$ cat config.mk
export PLATFORM = sky130hd
export DESIGN_NAME = tamaPet
export DESIGN_NICKNAME = d
export VERILOG_FILES = /design/src/hw/tamaPetPkg.sv /design/src/hw/petNeedsIf.sv /design/src/hw/buttonSync.sv /design/src/hw/moodFsm.sv /design/src/hw/needsKeeper.sv /design/src/hw/tamaPet.sv
export SDC_FILE = /design/constraint.sdc
export NUM_CORES = 1
export LEC_CHECK = 0
export BUFFER_PORTS_ARGS = -buffer_cell sky130_fd_sc_hd__buf_2
export CORE_MARGIN = 1.5
export CORE_UTILIZATION = 40
export CTS_BUF_LIST = sky130_fd_sc_hd__clkbuf_16
export DETAILED_ROUTE_END_ITERATION = 10
export GPL_ROUTABILITY_DRIVEN = 0
export PLACE_DENSITY = 0.62
export SYNTH_ARGS = -nofsm -noshare
export SYNTH_HDL_FRONTEND = slang
export SYNTH_SLANG_ARGS = --single-unit
$ cat constraint.sdc
create_clock -name clk -period 4.3 [get_ports clk]
set_input_delay 0.43 -clock clk [delete_from_list [all_inputs] [get_ports clk]]
set_output_delay 0.43 -clock clk [all_outputs]
set_load 0.03 [all_outputs]
$ cat src/hw/tamaPetPkg.sv
// Shared mood encoding, level limits, timing periods and test presets for the pet core
package tamaPetPkg;

	// Mood encoding, numbered as on the toy's mood display
	typedef enum logic [3:0] {
		IDLE    = 4'd0,
		NEUTRAL = 4'd1,
		TIRED   = 4'd2,
		SLEEP   = 4'd3,
		HUNGRY  = 4'd4,
		SAD     = 4'd5,
		PLAYING = 4'd6,
		BORED   = 4'd7,
		DEATH   = 4'd8,
		TEST    = 4'd9
	} moodT;

	// Need levels
	localparam int LEVEL_W   = 3;
	localparam int LEVEL_MAX = 5;
	localparam int LEVEL_LOW = 2;

	// Timing, in clk cycles per tick and ticks per need step
	localparam int TICK_CYCLES   = 16;
	localparam int TICK_W        = $clog2(TICK_CYCLES);
	localparam int ENERGY_PERIOD = 8;
	localparam int HUNGER_PERIOD = 4;
	localparam int FUN_PERIOD    = 6;
	localparam int PERIOD_W      = $clog2(ENERGY_PERIOD + 1);

	// Need order is energy, hunger, fun
	localparam int NEED_COUNT = 3;
	localparam int NEED_PERIODS [NEED_COUNT] = '{ENERGY_PERIOD, HUNGER_PERIOD, FUN_PERIOD};

	typedef struct packed {
		moodT               mood;
		logic [LEVEL_W-1:0] energy;
		logic [LEVEL_W-1:0] hunger;
		logic [LEVEL_W-1:0] fun;
	} presetT;

	// Test codes 1 to 9; row 0 is never loaded
	localparam int PRESET_LAST = 9;
	localparam presetT PRESETS [0:PRESET_LAST] = '{
		'{IDLE,    3'd5, 3'd5, 3'd5},
		'{IDLE,    3'd5, 3'd5, 3'd5},
		'{NEUTRAL, 3'd4, 3'd4, 3'd4},
		'{TIRED,   3'd2, 3'd5, 3'd5},
		'{SLEEP,   3'd2, 3'd5, 3'd5},
		'{HUNGRY,  3'd5, 3'd2, 3'd5},
		'{SAD,     3'd2, 3'd2, 3'd5},
		'{PLAYING, 3'd5, 3'd5, 3'd2},
		'{BORED,   3'd5, 3'd5, 3'd2},
		'{DEATH,   3'd0, 3'd0, 3'd0}
	};

endpackage

$ cat src/hw/petNeedsIf.sv
// Link between the mood machine and the needs keeper: levels one way, mood and presets the other
`timescale 1ns/1ps

interface petNeedsIf;

	// Levels owned by the keeper
	logic [tamaPetPkg::LEVEL_W-1:0] energy;
	logic [tamaPetPkg::LEVEL_W-1:0] hunger;
	logic [tamaPetPkg::LEVEL_W-1:0] fun;

	// Mood and preset request owned by the mood machine
	tamaPetPkg::moodT mood;
	logic             presetLoad;
	logic [3:0]       presetCode;

	modport keeper (
		output energy, hunger, fun,
		input  mood, presetLoad, presetCode
	);

	modport moodSide (
		output mood, presetLoad, presetCode,
		input  energy, hunger, fun
	);

endinterface

$ cat src/hw/buttonSync.sv
// Brings the toy's buttons and switches into the clk domain; buttons come out as edge pulses
`timescale 1ns/1ps

module buttonSync (
	input  logic       clk,
	input  logic       rst,
	input  logic       sleepBtn,
	input  logic       awakeBtn,
	input  logic       feedBtn,
	input  logic       playBtn,
	input  logic       testBtn,
	input  logic       playSwitch,
	input  logic [3:0] testCode,
	output logic       sleepPulse,
	output logic       awakePulse,
	output logic       feedPulse,
	output logic       playPulse,
	output logic       testPulse,
	output logic       playLevel,
	output logic [3:0] testCodeSync
);

	logic [4:0] btnMeta;
	logic [4:0] btnSync;
	logic [4:0] btnLast;
	logic [4:0] btnRise;
	logic [4:0] levelMeta;
	logic [4:0] levelSync;

	always_ff @(posedge clk or posedge rst) begin
		if (rst) begin
			btnMeta   <= '0;
			btnSync   <= '0;
			btnLast   <= '0;
			levelMeta <= '0;
			levelSync <= '0;
		end else begin
			btnMeta   <= {testBtn, playBtn, feedBtn, awakeBtn, sleepBtn};
			btnSync   <= btnMeta;
			// Third stage only for the buttons
			btnLast   <= btnSync;
			levelMeta <= {playSwitch, testCode};
			levelSync <= levelMeta;
		end
	end

	assign btnRise = btnSync & ~btnLast;

	assign sleepPulse   = btnRise[0];
	assign awakePulse   = btnRise[1];
	assign feedPulse    = btnRise[2];
	assign playPulse    = btnRise[3];
	assign testPulse    = btnRise[4];
	assign playLevel    = levelSync[4];
	assign testCodeSync = levelSync[3:0];

endmodule

$ cat src/hw/moodFsm.sv
// Mood state machine of the pet; picks the mood from button pulses and need levels
`timescale 1ns/1ps

module moodFsm (
	input logic        clk,
	input logic        rst,
	input logic        sleepPulse,
	input logic        awakePulse,
	input logic        playPulse,
	input logic        testPulse,
	input logic        playLevel,
	input logic [3:0]  testCodeSync,
	petNeedsIf.moodSide needs
);

	tamaPetPkg::moodT nextMood;
	tamaPetPkg::moodT levelMood;
	logic             lowEnergy;
	logic             lowHunger;
	logic             lowFun;
	logic [1:0]       lowCount;
	logic             allFull;
	logic             anyEmpty;
	logic             codeValid;
	logic             energyFull;
	logic             funFull;

	// Level summaries
	assign lowEnergy  = (needs.energy <= tamaPetPkg::LEVEL_W'(tamaPetPkg::LEVEL_LOW));
	assign lowHunger  = (needs.hunger <= tamaPetPkg::LEVEL_W'(tamaPetPkg::LEVEL_LOW));
	assign lowFun     = (needs.fun <= tamaPetPkg::LEVEL_W'(tamaPetPkg::LEVEL_LOW));
	assign lowCount   = 2'(lowEnergy) + 2'(lowHunger) + 2'(lowFun);
	assign energyFull = (needs.energy == tamaPetPkg::LEVEL_W'(tamaPetPkg::LEVEL_MAX));
	assign funFull    = (needs.fun == tamaPetPkg::LEVEL_W'(tamaPetPkg::LEVEL_MAX));
	assign allFull    = energyFull && funFull &&
		(needs.hunger == tamaPetPkg::LEVEL_W'(tamaPetPkg::LEVEL_MAX));
	assign anyEmpty   = (needs.energy == '0) || (needs.hunger == '0) || (needs.fun == '0);

	// Codes 1 to 9 select a preset, anything else keeps waiting
	assign codeValid = (testCodeSync != 4'd0) &&
		(testCodeSync <= 4'(tamaPetPkg::PRESET_LAST));

	// Mood that the levels alone call for
	always_comb begin
		if (allFull) begin
			levelMood = tamaPetPkg::IDLE;
		end else if (lowCount >= 2'd2) begin
			levelMood = tamaPetPkg::SAD;
		end else if (lowEnergy) begin
			levelMood = tamaPetPkg::TIRED;
		end else if (lowHunger) begin
			levelMood = tamaPetPkg::HUNGRY;
		end else if (lowFun) begin
			levelMood = tamaPetPkg::BORED;
		end else begin
			levelMood = tamaPetPkg::NEUTRAL;
		end
	end

	// Transitions in priority order
	always_comb begin
		if (needs.mood == tamaPetPkg::DEATH) begin
			nextMood = tamaPetPkg::DEATH;
		end else if (anyEmpty) begin
			nextMood = tamaPetPkg::DEATH;
		end else if (needs.mood == tamaPetPkg::TEST) begin
			if (codeValid) begin
				nextMood = tamaPetPkg::PRESETS[testCodeSync].mood;
			end else begin
				nextMood = tamaPetPkg::TEST;
			end
		end else if (testPulse) begin
			nextMood = tamaPetPkg::TEST;
		end else if (sleepPulse) begin
			nextMood = tamaPetPkg::SLEEP;
		end else if (playPulse && playLevel) begin
			nextMood = tamaPetPkg::PLAYING;
		end else if (needs.mood == tamaPetPkg::SLEEP && !awakePulse && !energyFull) begin
			nextMood = tamaPetPkg::SLEEP;
		end else if (needs.mood == tamaPetPkg::PLAYING && playLevel && !funFull) begin
			nextMood = tamaPetPkg::PLAYING;
		end else begin
			nextMood = levelMood;
		end
	end

	always_ff @(posedge clk or posedge rst) begin
		if (rst) begin
			needs.mood <= tamaPetPkg::IDLE;
		end else begin
			needs.mood <= nextMood;
		end
	end

	// Keeper loads levels on the same edge as the preset mood
	assign needs.presetLoad = (needs.mood == tamaPetPkg::TEST) && !anyEmpty && codeValid;
	assign needs.presetCode = testCodeSync;

endmodule

$ cat src/hw/needsKeeper.sv
// Keeps energy, hunger and fun: slow decay per need, refill by sleep, play and food, test presets
`timescale 1ns/1ps

module needsKeeper (
	input logic      clk,
	input logic      rst,
	input logic      feedPulse,
	petNeedsIf.keeper needs
);

	logic [tamaPetPkg::TICK_W-1:0] tickCnt;
	logic                          tick;
	logic                          frozen;
	tamaPetPkg::presetT            preset;

	// Per-need controls, index 0 energy, 1 hunger, 2 fun
	logic [tamaPetPkg::LEVEL_W-1:0] presetLevel [tamaPetPkg::NEED_COUNT];
	logic [tamaPetPkg::NEED_COUNT-1:0] refill;
	logic [tamaPetPkg::NEED_COUNT-1:0] bump;

	// Tick divider, free running from reset
	assign tick = (tickCnt == tamaPetPkg::TICK_W'(tamaPetPkg::TICK_CYCLES - 1));

	always_ff @(posedge clk or posedge rst) begin
		if (rst) begin
			tickCnt <= '0;
		end else if (tick) begin
			tickCnt <= '0;
		end else begin
			tickCnt <= tickCnt + 1'b1;
		end
	end

	// Nothing moves while dead or while a test code is pending
	assign frozen = (needs.mood == tamaPetPkg::DEATH) || (needs.mood == tamaPetPkg::TEST);

	// Only read when presetLoad is high, which implies a code from 1 to 9
	assign preset         = tamaPetPkg::PRESETS[needs.presetCode];
	assign presetLevel[0] = preset.energy;
	assign presetLevel[1] = preset.hunger;
	assign presetLevel[2] = preset.fun;

	// Sleeping restores energy, playing restores fun
	assign refill = {needs.mood == tamaPetPkg::PLAYING, 1'b0, needs.mood == tamaPetPkg::SLEEP};
	assign bump   = {1'b0, feedPulse, 1'b0};

	for (genvar i = 0; i < tamaPetPkg::NEED_COUNT; i++) begin : gNeed
		logic [tamaPetPkg::LEVEL_W-1:0]  level;
		logic [tamaPetPkg::PERIOD_W-1:0] periodCnt;
		logic                            due;
		logic                            atMax;
		logic                            atZero;

		assign due    = tick &&
			(periodCnt == tamaPetPkg::PERIOD_W'(tamaPetPkg::NEED_PERIODS[i] - 1));
		assign atMax  = (level == tamaPetPkg::LEVEL_W'(tamaPetPkg::LEVEL_MAX));
		assign atZero = (level == '0);

		always_ff @(posedge clk or posedge rst) begin
			if (rst) begin
				level     <= tamaPetPkg::LEVEL_W'(tamaPetPkg::LEVEL_MAX);
				periodCnt <= '0;
			end else if (needs.presetLoad) begin
				// Lands on the same edge as the preset mood
				level     <= presetLevel[i];
				periodCnt <= '0;
			end else if (!frozen) begin
				if (bump[i] && !atMax) begin
					// Food wins over a decay step in the same cycle
					level     <= level + 1'b1;
					periodCnt <= '0;
				end else if (due) begin
					periodCnt <= '0;
					if (refill[i]) begin
						if (!atMax) begin
							level <= level + 1'b1;
						end
					end else if (!atZero) begin
						level <= level - 1'b1;
					end
				end else if (tick) begin
					periodCnt <= periodCnt + 1'b1;
				end
			end
		end
	end

	assign needs.energy = gNeed[0].level;
	assign needs.hunger = gNeed[1].level;
	assign needs.fun    = gNeed[2].level;

endmodule

$ cat src/hw/tamaPet.sv
// Top of the virtual pet core; connect raw buttons and switches, read mood and need levels
`timescale 1ns/1ps

module tamaPet (
	input  logic       clk,
	input  logic       rst,
	input  logic       sleepBtn,
	input  logic       awakeBtn,
	input  logic       feedBtn,
	input  logic       playBtn,
	input  logic       testBtn,
	input  logic       playSwitch,
	input  logic [3:0] testCode,
	output logic [3:0] mood,
	output logic [2:0] energy,
	output logic [2:0] hunger,
	output logic [2:0] fun
);

	logic       sleepPulse;
	logic       awakePulse;
	logic       feedPulse;
	logic       playPulse;
	logic       testPulse;
	logic       playLevel;
	logic [3:0] testCodeSync;

	petNeedsIf needsBus ();

	buttonSync u_buttonSync (
		.clk          (clk),
		.rst          (rst),
		.sleepBtn     (sleepBtn),
		.awakeBtn     (awakeBtn),
		.feedBtn      (feedBtn),
		.playBtn      (playBtn),
		.testBtn      (testBtn),
		.playSwitch   (playSwitch),
		.testCode     (testCode),
		.sleepPulse   (sleepPulse),
		.awakePulse   (awakePulse),
		.feedPulse    (feedPulse),
		.playPulse    (playPulse),
		.testPulse    (testPulse),
		.playLevel    (playLevel),
		.testCodeSync (testCodeSync)
	);

	moodFsm u_moodFsm (
		.clk          (clk),
		.rst          (rst),
		.sleepPulse   (sleepPulse),
		.awakePulse   (awakePulse),
		.playPulse    (playPulse),
		.testPulse    (testPulse),
		.playLevel    (playLevel),
		.testCodeSync (testCodeSync),
		.needs        (needsBus.moodSide)
	);

	// Feeding bypasses the mood machine
	needsKeeper u_needsKeeper (
		.clk       (clk),
		.rst       (rst),
		.feedPulse (feedPulse),
		.needs     (needsBus.keeper)
	);

	assign mood   = needsBus.mood;
	assign energy = needsBus.energy;
	assign hunger = needsBus.hunger;
	assign fun    = needsBus.fun;

endmodule

# Word level (Yosys, flattened, before mapping)
# Memories as Yosys holds them, arrays and structs flattened.
# Index checks and enable logic that the tools add are counted.
dict set report totals {
  register_bits 54
  romBits 208
  in_bits 12
  output_inout_bits 13
  wordCells 137
  memories 1
}
# memory depth width read_ports rd_clocked_by_memory_dff write_ports line_no
set memory_table {}
lappend memory_table {{(name not given)} 16 13 1 0 0 needsKeeper.sv:38} ;# assign preset = tamaPetPkg::PRESETS[needs.presetCode];
dict set report op_classes {
  add_sub_neg 12
  n_lt_le_gt_ge 6
  n_eq_ne 17
  n_mux 47
  bitwise 3
  reduce_logical 38
}
# op n
set ops {}
lappend ops {{$mux 4} 27}
lappend ops {{$mux 3} 18}
lappend ops {{$mux 13} 2}
lappend ops {{$add 4x1->4 const B} 4}
lappend ops {{$logic_and 1x1->1} 14}
lappend ops {{$eq 4x3->1 const B} 3}
lappend ops {{$eq 4x4->1 const B} 3}
lappend ops {{$add 3x1->3 const B} 3}
lappend ops {{$eq 3x3->1 const B} 3}
lappend ops {{$le 3x2->1 const B} 3}
lappend ops {{$logic_not 3->1} 3}
lappend ops {{$ne 3x3->1 const B} 3}
lappend ops {{$reduce_bool 3->1} 3}
lappend ops {{$sub 3x1->3 const B} 3}
lappend ops {{$eq 4x2->1 const B} 2}
lappend ops {{$reduce_and 4->1} 2}
lappend ops {{$reduce_bool 4->1} 2}
lappend ops {{$ne 3x2->1 const B} 2}
lappend ops {{$reduce_and 2->1} 3}
lappend ops {{$and 5x5->5} 1}
lappend ops {{$ge 5x5->1 const B} 1}
lappend ops {{$logic_not 1->1} 5}
lappend ops {{$not 4->5} 1}
lappend ops {{$not 5->5} 1}
lappend ops {{other kinds (8)} 11}

# Longest topological paths before layout
# Gate-level depths: netlist of the first run.
dict set report depth {
  word_depth 14
  ltp_mapped 8
  depth_no_buf 8
}

# Cells and area by module
# From an unflattened synthesis of the first run, not the netlist that was laid out.
dict set report hier_totals {
  cells_unflattened 294
  area_unflattened_um2 3020.4
}
# mod n_inst cells_each area_each_um2 seq_area_each_um2
set by_module_without_submodules {}
lappend by_module_without_submodules {needsKeeper 1 187 1725.4 633.1}
lappend by_module_without_submodules {buttonSync 1 31 698.2 625.6}
lappend by_module_without_submodules {moodFsm 1 76 596.8 100.1}

# Worst setup path after synthesis of the first run
# Ideal clock, no wire load.
dict set report synth_path {
  path_type {reg2reg}
  startpoint {reg u_needsKeeper.gNeed[1].level, in the netlist u_needsKeeper.needs.hunger[1]}
  endpoint {reg u_needsKeeper.gNeed[1].level, in the netlist u_needsKeeper.needs.hunger[2]}
  setup_ps 64
  arrival_time_ps 2051
  required_ps 4236
  setup_slack_ps 2185
  path_stages_with_launch 9
  period_less_slack_ps 2115
  cell_sequence {dfrtp_1 -> nand3b_1 -> and3b_1 -> clkbuf_1 -> inv_1 -> fa_1 -> xnor2_1 -> a211o_1 -> nand3_1}
}
dict set report synth_between {
  elab_chain_cells 8
  word_cells_on_any_way 20
  classes_between {add/sub: 2; eq/ne: 3; mux: 5; reduce/logical: 10}
}
# element line_no
set synth_rtl {}
lappend synth_rtl {{start, declared} needsKeeper.sv:48} ;# logic [tamaPetPkg::LEVEL_W-1:0] level;
lappend synth_rtl {{start signal, assigned} needsKeeper.sv:61} ;# level <= tamaPetPkg::LEVEL_W'(tamaPetPkg::LEVEL_MAX);
lappend synth_rtl {{start signal, assigned} needsKeeper.sv:65} ;# level <= presetLevel[i];
lappend synth_rtl {{start signal, assigned} needsKeeper.sv:70} ;# level <= level + 1'b1;
lappend synth_rtl {{branches (longest 8 deep; another with $sub 3x1->3)} --}
# Several ways; the timed one is not identified. The select of a mux whose other input is x is not followed.
# A chain may end at the register's enable or synchronous reset.

# Worst setup path after layout of the first run
dict set report layout_path {
  startpoint {reg u_buttonSync.levelSync[0]}
  endpoint {reg u_needsKeeper.gNeed[2].level, in the netlist u_needsKeeper.needs.fun[1]}
}
dict set report layout_between {
  elab_chain_cells 5
  word_cells_on_any_way 14
  classes_between {order compare: 1; eq/ne: 3; mux: 3; bitwise: 1; reduce/logical: 5; memory: 1}
}
# element line_no
set layout_rtl {}
lappend layout_rtl {{start, declared} buttonSync.sv:28} ;# logic [4:0] levelSync;
lappend layout_rtl {{start signal, assigned} buttonSync.sv:43} ;# levelSync <= levelMeta;
lappend layout_rtl {{$not 4->5 (implied by the code) (tied with other cells)} needsKeeper.sv:38}
lappend layout_rtl {{$mem_v2 16x13 or $logic_and 1x1->1 (tied branches)} --}
lappend layout_rtl {{$mux 13 (implied by the code) or $logic_and 1x1->1 (tied branches)} {needsKeeper.sv:38, moodFsm.sv:96}}
lappend layout_rtl {{$mux 13 (implied by the code) (tied with other cells)} needsKeeper.sv:38}
lappend layout_rtl {{$mux 3 or $reduce_and 4->1 (tied branches)} --}
lappend layout_rtl {{end signal, assigned} needsKeeper.sv:61}
lappend layout_rtl {{end signal, assigned} needsKeeper.sv:65}
lappend layout_rtl {{end signal, assigned} needsKeeper.sv:70}
lappend layout_rtl {{end, declared} needsKeeper.sv:48}
# Several ways; a longest one is shown, not always the timed one. The select of a mux whose other input is x is not followed.

==> qor.json, run 1 <==
{
  "worst_hold_path": {
    "holdCritPathClass": "in2reg"
  },
  "floorplan": {
    "die_height_um": 87.2,
    "io-pin-count": 25,
    "dieWidth_um": 87.2,
    "dieArea_um2": 7610,
    "fp-row-count": 30,
    "core_area_um2": 6830,
    "start_util": 0.415
  },
  "global_routing": {
    "first_global_vias": 2088,
    "grt-busiest-layer": "met2",
    "global_routing_met3_resource_utilization": 0.0322,
    "grt_met1_use": 0.235,
    "wire_length_of_the_first_global_routing_pass_mm": 9.98,
    "globalRouteTotalUtil": 0.169,
    "global_route_congestion_overflow_total": 0,
    "pin_count_of_the_biggest_net_entering_global_routing": 55,
    "global_route.usage.met2": 0.265,
    "antenna_found_initial": 0
  },
  "timing": {
    "share_of_the_clock_period_used_by_the_worst_path_after_layout": 0.616,
    "setup_violation_total_in_the_final_timing_report": 0,
    "totalNegativeSetupSlack_ns": 0,
    "finalHoldWorstSlack_ns": 0.239,
    "hold_violations": 0,
    "worst_clock_skew_ns": 0.00607,
    "slew-limit-headroom": 0.427,
    "grt_setup_unrepaired": "no",
    "maxClockFrequency_ghz": 0.377,
    "min_period_ns": 2.65,
    "slew_viol_final": 0,
    "max_slew.worst_pin.slew_ns": 0.856
  },
  "power_and_ir_drop": {
    "clock_power_share": 0.419,
    "seq_power_share": 0.538,
    "powerDensity_nw_per_um2": 308,
    "p_sw_frac": 0.228,
    "total_switching_power_mw": 0.224,
    "total_leakage_power_nw": 1.41,
    "power.share.combinational": 0.044,
    "p_int_mw": 0.756,
    "max_ir_drop_vdd_uv": 183
  },
  "logic_synthesis": {
    "netlist_top_cells_count": "dfrtp_1 (48), nand2_1 (28), a21oi_1 (26)",
    "most_common_cell_in_the_netlist": "dfrtp_1",
    "yosysSeqAreaShare": 0.479,
    "number_of_flops_mapped_to_enable_cells_by_yosys": 0,
    "synth_compound_area_frac": 0.186,
    "asyncSetResetFlopFracSynth": 1.00,
    "synth-seq-cells": 54,
    "post_synth_and_or_nand_nor_area_fraction": 0.184,
    "yosysUniqueCellTypes": 59,
    "synth_cells": 282,
    "synth_largest_type_area_fraction": 0.423,
    "yosys_warnings": 0,
    "yosys_most_used_dff": "dfrtp_1",
    "combinational_family_with_the_most_area_after_synthesis": "compound AO/OA/AOI/OAI gates",
    "mappedNetlistNets": 308,
    "synthAdderAreaFrac": 0.0697,
    "synth_xor_area_frac": 0.0185,
    "netlist_area_pre_place_um2": 2840,
    "share_of_cell_area_taken_by_muxes_after_synthesis": 0.0216,
    "yosysTopAreaCell": "dfrtp_1",
    "avg_inst_size_synth_um2": 10.1,
    "synth.area.top_cells": "dfrtp_1 (42%), dfstp_2 (5.6%), ha_1 (4.9%)"
  },
  "clock_tree": {
    "maximum_root_to_sink_buffer_count": 2,
    "root_buffer_master": "clkbuf_16",
    "clkTransAtPathRegs_ns": 0.07,
    "tritoncts_clock_tree": "yes",
    "post_cts_resize_count": 0,
    "post-cts-setup-buffer-count": 0,
    "htree_num_levels": 2,
    "clock-sinks": 54,
    "holdBufCountCts": 0,
    "clock_network_latency_to_the_later_pin_of_the_worst_skew_pair_ns": 0.29,
    "tritoncts.num_buffers": 5
  },
  "detailed_routing": {
    "avgViaCountPerCell": 5.36,
    "route.detailed.wl_per_inst_um": 14.6,
    "route.vias.total": 2150,
    "remaining_drc_errors": 0,
    "ant_nets": 0,
    "dr.first_iter.drc_count": 205,
    "firstDrtPassIters": 4,
    "routed_wirelength_mm": 5.87
  },
  "worst_setup_path": {
    "critical_path.startpoint_type": "register",
    "worstPathRequired_ns": 4.48,
    "crit_path_end_kind": "register",
    "crit_fanout": 18,
    "arrival_ns": 2.83,
    "r2r_setup_slack_ns": 1.65,
    "crit_type": "reg2reg"
  },
  "layout": {
    "proportion_of_layout_cells_with_a_drive_suffix_above_1": 0.161,
    "areaGrowthSynthToFinish_pct": 12.2,
    "antenna-diode-count": 0,
    "finish.net_count": 330,
    "post_layout_nonfiller_instances": 401
  },
  "placed_design": {
    "buffer_ports.inserted": 24,
    "instance_count_after_placement_with_tap_cells_included": 393,
    "place_hpwl_mm": 4.31
  },
  "outcome": {
    "outcome": "finished, final reports clean"
  },
  "job": {
    "maxCapViolCount": 0
  }
}
-- area by class of cell --
type,count,area [um2]
clock inverters,3,28.8
repair buffers,25,128
multi-input cells,201,1360
well taps,96,120
inverters,17,63.8
flip-flops and latches,54,1360
clock buffers,5,125
fillers,661,3650
-- metrics by stage --
step | utilization | total power [mW] | setup slack, ns | area, um2
final | 0.466 | 0.980 | 1.65 | 3180
after global routing | 0.466 | 1.02 | 1.47 | 3180
after CTS | 0.466 | 0.994 | 1.67 | 3180
after detailed placement | 0.444 | 0.580 | 1.68 | 3030
after global placement | 0.444 | 0.580 | 1.80 | 3030
after floorplan | - | 0.564 | 2.18 | 2840
-- kinds of logic after synthesis --
| logic type | after synthesis |
|---|---|
| AND/OR/NAND/NOR | 97 |
| AO/OA/AOI/OAI | 78 |
| flip-flops | 54 |
| buffers and inverters | 27 |
| adder cells (fa/ha/maj) | 14 |
| XOR/XNOR | 6 |
| multiplexers | 6 |
-- placed cells by master, fill, tap and decap left out, types with 3 or more instances in the layout --
cell,Yosys,layout
inv_1,17,16
nor2_1,16,16
o21ai_0,16,16
nor3_1,10,10
a21o_1,3,3
o211ai_1,3,3
dfrtp_1,48,48
buf_2,2,24
fa_1,3,3
a211oi_1,3,3
dfstp_2,6,6
xor2_1,4,4
mux2i_1,5,5
a21oi_1,26,26
a31oi_1,3,3
nand4_1,5,5
and3_1,3,3
nand2_1,28,28
nor2b_1,5,5
ha_1,11,11
clkbuf_16,0,5
nand3_1,6,6
nand2b_1,3,3
nand3b_1,4,4
-- power by group through the flow --
stage	logic, mW	clock network [mW]	registers [mW]
6_report	0.0427	0.410	0.527
5_1_grt	0.0491	0.446	0.528
4_1_cts	0.0435	0.424	0.527
3_5_place_dp	0.0434	0	0.537
3_3_place_gp	0.0434	0	0.536
2_1_floorplan	0.0310	0	0.533
-- state kept, by name (all words and copies together) (netlist names), 4 cells and up --
signal and cells:
u_buttonSync.btnMeta 5, u_buttonSync.levelSync 5, u_buttonSync.btnLast 5, u_buttonSync.btnSync 5, u_needsKeeper.gNeed.periodCnt 12, u_buttonSync.levelMeta 5
u_moodFsm.needs.mood 4, u_needsKeeper.tickCnt 4
-- critical path, cell delays in order, from the launching register on --
cell      delay [ns]
dfrtp_1         0.48
inv_1           0.12
ha_1            0.30
o21bai_2        0.14
a221oi_4        0.41
and3_1          0.70
mux2i_1         0.16
o22a_1          0.22
-- final timing paths --
| path | from | endpoint | depth (start not counted) |
|---|---|---|---|
| max | u_buttonSync.levelSync[0] | u_needsKeeper.needs.fun[1] | 7 |
| min | sleepBtn | u_buttonSync.btnMeta[0] | 1 |
| max reg2reg | u_buttonSync.levelSync[0] | u_needsKeeper.needs.fun[1] | 7 |
| min reg2reg | u_buttonSync.levelMeta[4] | u_buttonSync.levelSync[4] | 0 |
| max in group asynchronous | rst | u_needsKeeper.needs.fun[1] | 3 |
| min in group asynchronous | rst | u_needsKeeper.gNeed[1].periodCnt[0] | 3 |
-- metal layers --
layer | part of all wire | vias up
met5 | 0 | -
met4 | 0.015 | 0
met3 | 0.036 | 7
met2 | 0.47 | 45
met1 | 0.48 | 1044
li1 | - | 1054
(Power assumes the default switching activity.)
==> run 2: changes to the inputs <==
==> constraint.sdc (replaced) <==
create_clock -name clk -period 2.75 [get_ports clk]
set_input_delay 0.275 -clock clk [delete_from_list [all_inputs] [get_ports clk]]
set_output_delay 0.275 -clock clk [all_outputs]
set_load 0.03 [all_outputs]
==> run 2 against run 1 <==
Count of clock-buffer cells in the layout is the same. Via count grew 2.6%. Maximum frequency grew 9.9%. Sequential power grew 56%. Die area is the same. Critical path depth is the same. Sequential share of layout area shrank 0.40 points. Utilization grew 0.44 points. First-iteration DRC count shrank 53%. Non-clock buffer count grew 4. Wire length grew 1.6%. Critical endpoint unchanged.
==> qor.json, run 2 (synthesis gave the netlist of run 1 again) <==
{
  "clock_tree": {
    "holdBufCountCts": {"value": 0, "change": "unchanged"},
    "maximum_root_to_sink_buffer_count": {"value": 2, "change": "unchanged"},
    "post_cts_resize_count": {"value": 0, "change": "unchanged"},
    "clock-sinks": {"value": 54, "change": "unchanged"},
    "htree_num_levels": {"value": 2, "change": "unchanged"},
    "root_buffer_master": "clkbuf_16",
    "post-cts-setup-buffer-count": {"value": 0, "change": "unchanged"},
    "tritoncts_clock_tree": "yes",
    "clock_network_latency_to_the_later_pin_of_the_worst_skew_pair": {"value": 0.29, "unit": "ns", "change": "about the same"},
    "clkTransAtPathRegs": {"value": 0.07, "unit": "ns", "change": "about the same"},
    "tritoncts.num_buffers": {"value": 5, "change": "unchanged"}
  },
  "timing": {
    "slew_viol_final": {"value": 0, "change": "unchanged"},
    "setup_violation_total_in_the_final_timing_report": {"value": 0, "change": "unchanged"},
    "hold_violations": {"value": 0, "change": "unchanged"},
    "finalHoldWorstSlack": {"value": 0.0840, "unit": "ns", "change": "-0.155 ns"},
    "worst_clock_skew": {"value": 0.00625, "unit": "ns", "change": "+0.000174 ns"},
    "max_slew.worst_pin.slew": {"value": 0.670, "unit": "ns", "change": "-0.186 ns"},
    "setup_ws": {"value": 0.340, "unit": "ns", "change": "-1.31 ns"},
    "totalNegativeSetupSlack": {"value": 0, "unit": "ns", "change": "unchanged"},
    "grt_setup_unrepaired": "no",
    "min_period": {"value": 2.41, "unit": "ns", "change": "-0.240 ns"},
    "maxClockFrequency": {"value": 0.415, "unit": "GHz", "change": "+9.9%"},
    "slew-limit-headroom": {"value": 0.553, "change": "+0.127"},
    "share_of_the_clock_period_used_by_the_worst_path_after_layout": {"value": 0.876, "change": "+0.260"}
  },
  "power_and_ir_drop": {
    "powerDensity": {"value": 477, "unit": "nW/um2", "change": "+55%"},
    "total_leakage_power": {"value": 1.43, "unit": "nW", "change": "+1.4%"},
    "power": {"value": 1.53, "unit": "mW", "change": "+56%"},
    "max_ir_drop_vdd": {"value": 339, "unit": "uV", "change": "+85%"}
  },
  "worst_setup_path": {
    "crit_fanout": {"value": 12, "change": "-6"},
    "crit_path_end_kind": "register",
    "crit_type": "reg2reg",
    "arrival": {"value": 2.60, "unit": "ns", "change": "-0.23 ns"},
    "critical_path.startpoint_type": "register",
    "worstPathRequired": {"value": 2.94, "unit": "ns", "change": "-1.54 ns"},
    "reg2regPathDepth": {"value": 7, "change": "unchanged"}
  },
  "global_routing": {
    "global_route_congestion_overflow_total": {"value": 0, "change": "unchanged"},
    "wire_length_of_the_first_global_routing_pass": {"value": 9.98, "unit": "mm", "change": "unchanged"},
    "globalRouteTotalUtil": {"value": 0.171, "change": "+0.00152"},
    "antenna_found_initial": {"value": 0, "change": "unchanged"},
    "pin_count_of_the_biggest_net_entering_global_routing": {"value": 55, "change": "unchanged"},
    "first_global_vias": {"value": 2031, "change": "-2.7%"}
  },
  "layout": {
    "finish.net_count": {"value": 334, "change": "+1.2%"},
    "commonest_cells_after_routing_fill_and_taps_aside": "dfrtp_1 (48), nand2_1 (28), a21oi_1 (26)",
    "antenna-diode-count": {"value": 0, "change": "unchanged"},
    "post_layout_nonfiller_instances": {"value": 405, "change": "+1.0%"},
    "layout.cell_area.non_filler": {"value": 3210, "unit": "um2", "change": "+0.94%"},
    "areaGrowthSynthToFinish_pct": 13.3,
    "seqCellArea": {"value": 1360, "unit": "um2", "change": "unchanged"},
    "nFillCells": {"value": 663, "change": "+0.30%"},
    "largest_reg_flops": {"value": 12, "change": "unchanged"},
    "proportion_of_layout_cells_with_a_drive_suffix_above_1": {"value": 0.172, "change": "+0.0109"},
    "multi_input_area": {"value": 1360, "unit": "um2", "change": "unchanged"},
    "max_flop_register": "u_needsKeeper.gNeed.periodCnt",
    "final_common_cell": "dfrtp_1",
    "end_of_flow_core_utilization": {"value": 0.471, "change": "+0.00440"}
  },
  "detailed_routing": {
    "dr.first_iter.drc_count": {"value": 96, "change": "-53%"},
    "firstDrtPassIters": {"value": 4, "change": "unchanged"},
    "highest_layer": "met4",
    "route.vias.total": {"value": 2205, "change": "+2.6%"},
    "ant_nets": {"value": 0, "change": "unchanged"},
    "avgViaCountPerCell": {"value": 5.44, "change": "+1.5%"},
    "remaining_drc_errors": {"value": 0, "change": "unchanged"},
    "detailroute.wirelength.met3": {"value": 223, "unit": "um", "change": "+5.2%"},
    "m1WireLength": {"value": 2.83, "unit": "mm", "change": "-0.39%"},
    "routed-wl-met2": {"value": 2.82, "unit": "mm", "change": "+3.5%"},
    "routed_wirelength": {"value": 5.96, "unit": "mm", "change": "+1.6%"},
    "route.detailed.wl_per_inst": {"value": 14.7, "unit": "um", "change": "+0.62%"}
  },
  "floorplan": {
    "dieArea": {"value": 7610, "unit": "um2", "change": "unchanged"},
    "dieWidth": {"value": 87.2, "unit": "um", "change": "unchanged"},
    "die_height": {"value": 87.2, "unit": "um", "change": "unchanged"},
    "io-pin-count": {"value": 25, "change": "unchanged"},
    "start_util": {"value": 0.415, "change": "unchanged"},
    "core_area": {"value": 6830, "unit": "um2", "change": "unchanged"},
    "fp-row-count": {"value": 30, "change": "unchanged"}
  },
  "outcome": {
    "outcome": "finished, final reports clean"
  },
  "placed_design": {
    "buffer_ports.inserted": {"value": 24, "change": "unchanged"},
    "post-place-ws": {"value": 0.355, "unit": "ns", "change": "-1.33 ns"},
    "placement.cell_area": {"value": 3060, "unit": "um2", "change": "+0.99%"},
    "place_hpwl": {"value": 4.31, "unit": "mm", "change": "+0.20%"},
    "instance_count_after_placement_with_tap_cells_included": {"value": 397, "change": "+1.0%"}
  },
  "worst_hold_path": {
    "min_delay_path_depth": {"value": 1, "change": "unchanged"},
    "holdCritPathClass": "in2reg"
  },
  "job": {
    "maxCapViolCount": {"value": 0, "change": "unchanged"}
  }
}
==> run 2: per-layer routing <==
metal | GRT usage | vias to the layer above
met1 | 0.237 | 1068
li1 | - | 1071
met3 | 0.0322 | 9
met5 | 0 | -
met2 | 0.270 | 57
met4 | 0.0577 | 0
==> run 2: worst max-delay path: stages, from the launching register on <==
cell and delay [ns]:
dfrtp_1 0.47, inv_1 0.12, ha_1 0.30, o21bai_2 0.14, a221oi_4 0.40, and3_1 0.53, mux2i_1 0.14, o22a_1 0.21
==> run 2: cell type report <==
| type | instances | area share |
|---|---|---|
| inverter | 17 | 0.0199 |
| clock inverter | 3 | 0.00895 |
| sequential | 54 | 0.423 |
| timing repair buffer | 29 | 0.0490 |
| tap | 96 | 0.0374 |
| multi-input combinational | 201 | 0.423 |
| clock buffer | 5 | 0.0389 |
==> run 2: worst paths after layout <==
check | start | end | slack [ns]
min in group asynchronous | rst | u_buttonSync.btnMeta[2] | 0.16
min | playSwitch | u_buttonSync.levelMeta[4] | 0.08
min reg2reg | u_buttonSync.btnMeta[4] | u_buttonSync.btnSync[4] | 0.35
max in group asynchronous | rst | u_needsKeeper.gNeed[0].periodCnt[0] | 2.16
max | u_buttonSync.levelSync[0] | u_needsKeeper.needs.fun[1] | 0.34
max reg2reg | u_buttonSync.levelSync[0] | u_needsKeeper.needs.fun[1] | 0.34
==> run 2: report_power, final <==
part,leakage (nW),internal [mW],switching [mW]
logic,0.693,0.0232,0.0436
registers,0.665,0.813,0.0114
clock network,0.0759,0.347,0.295
total,1.43,1.18,0.350
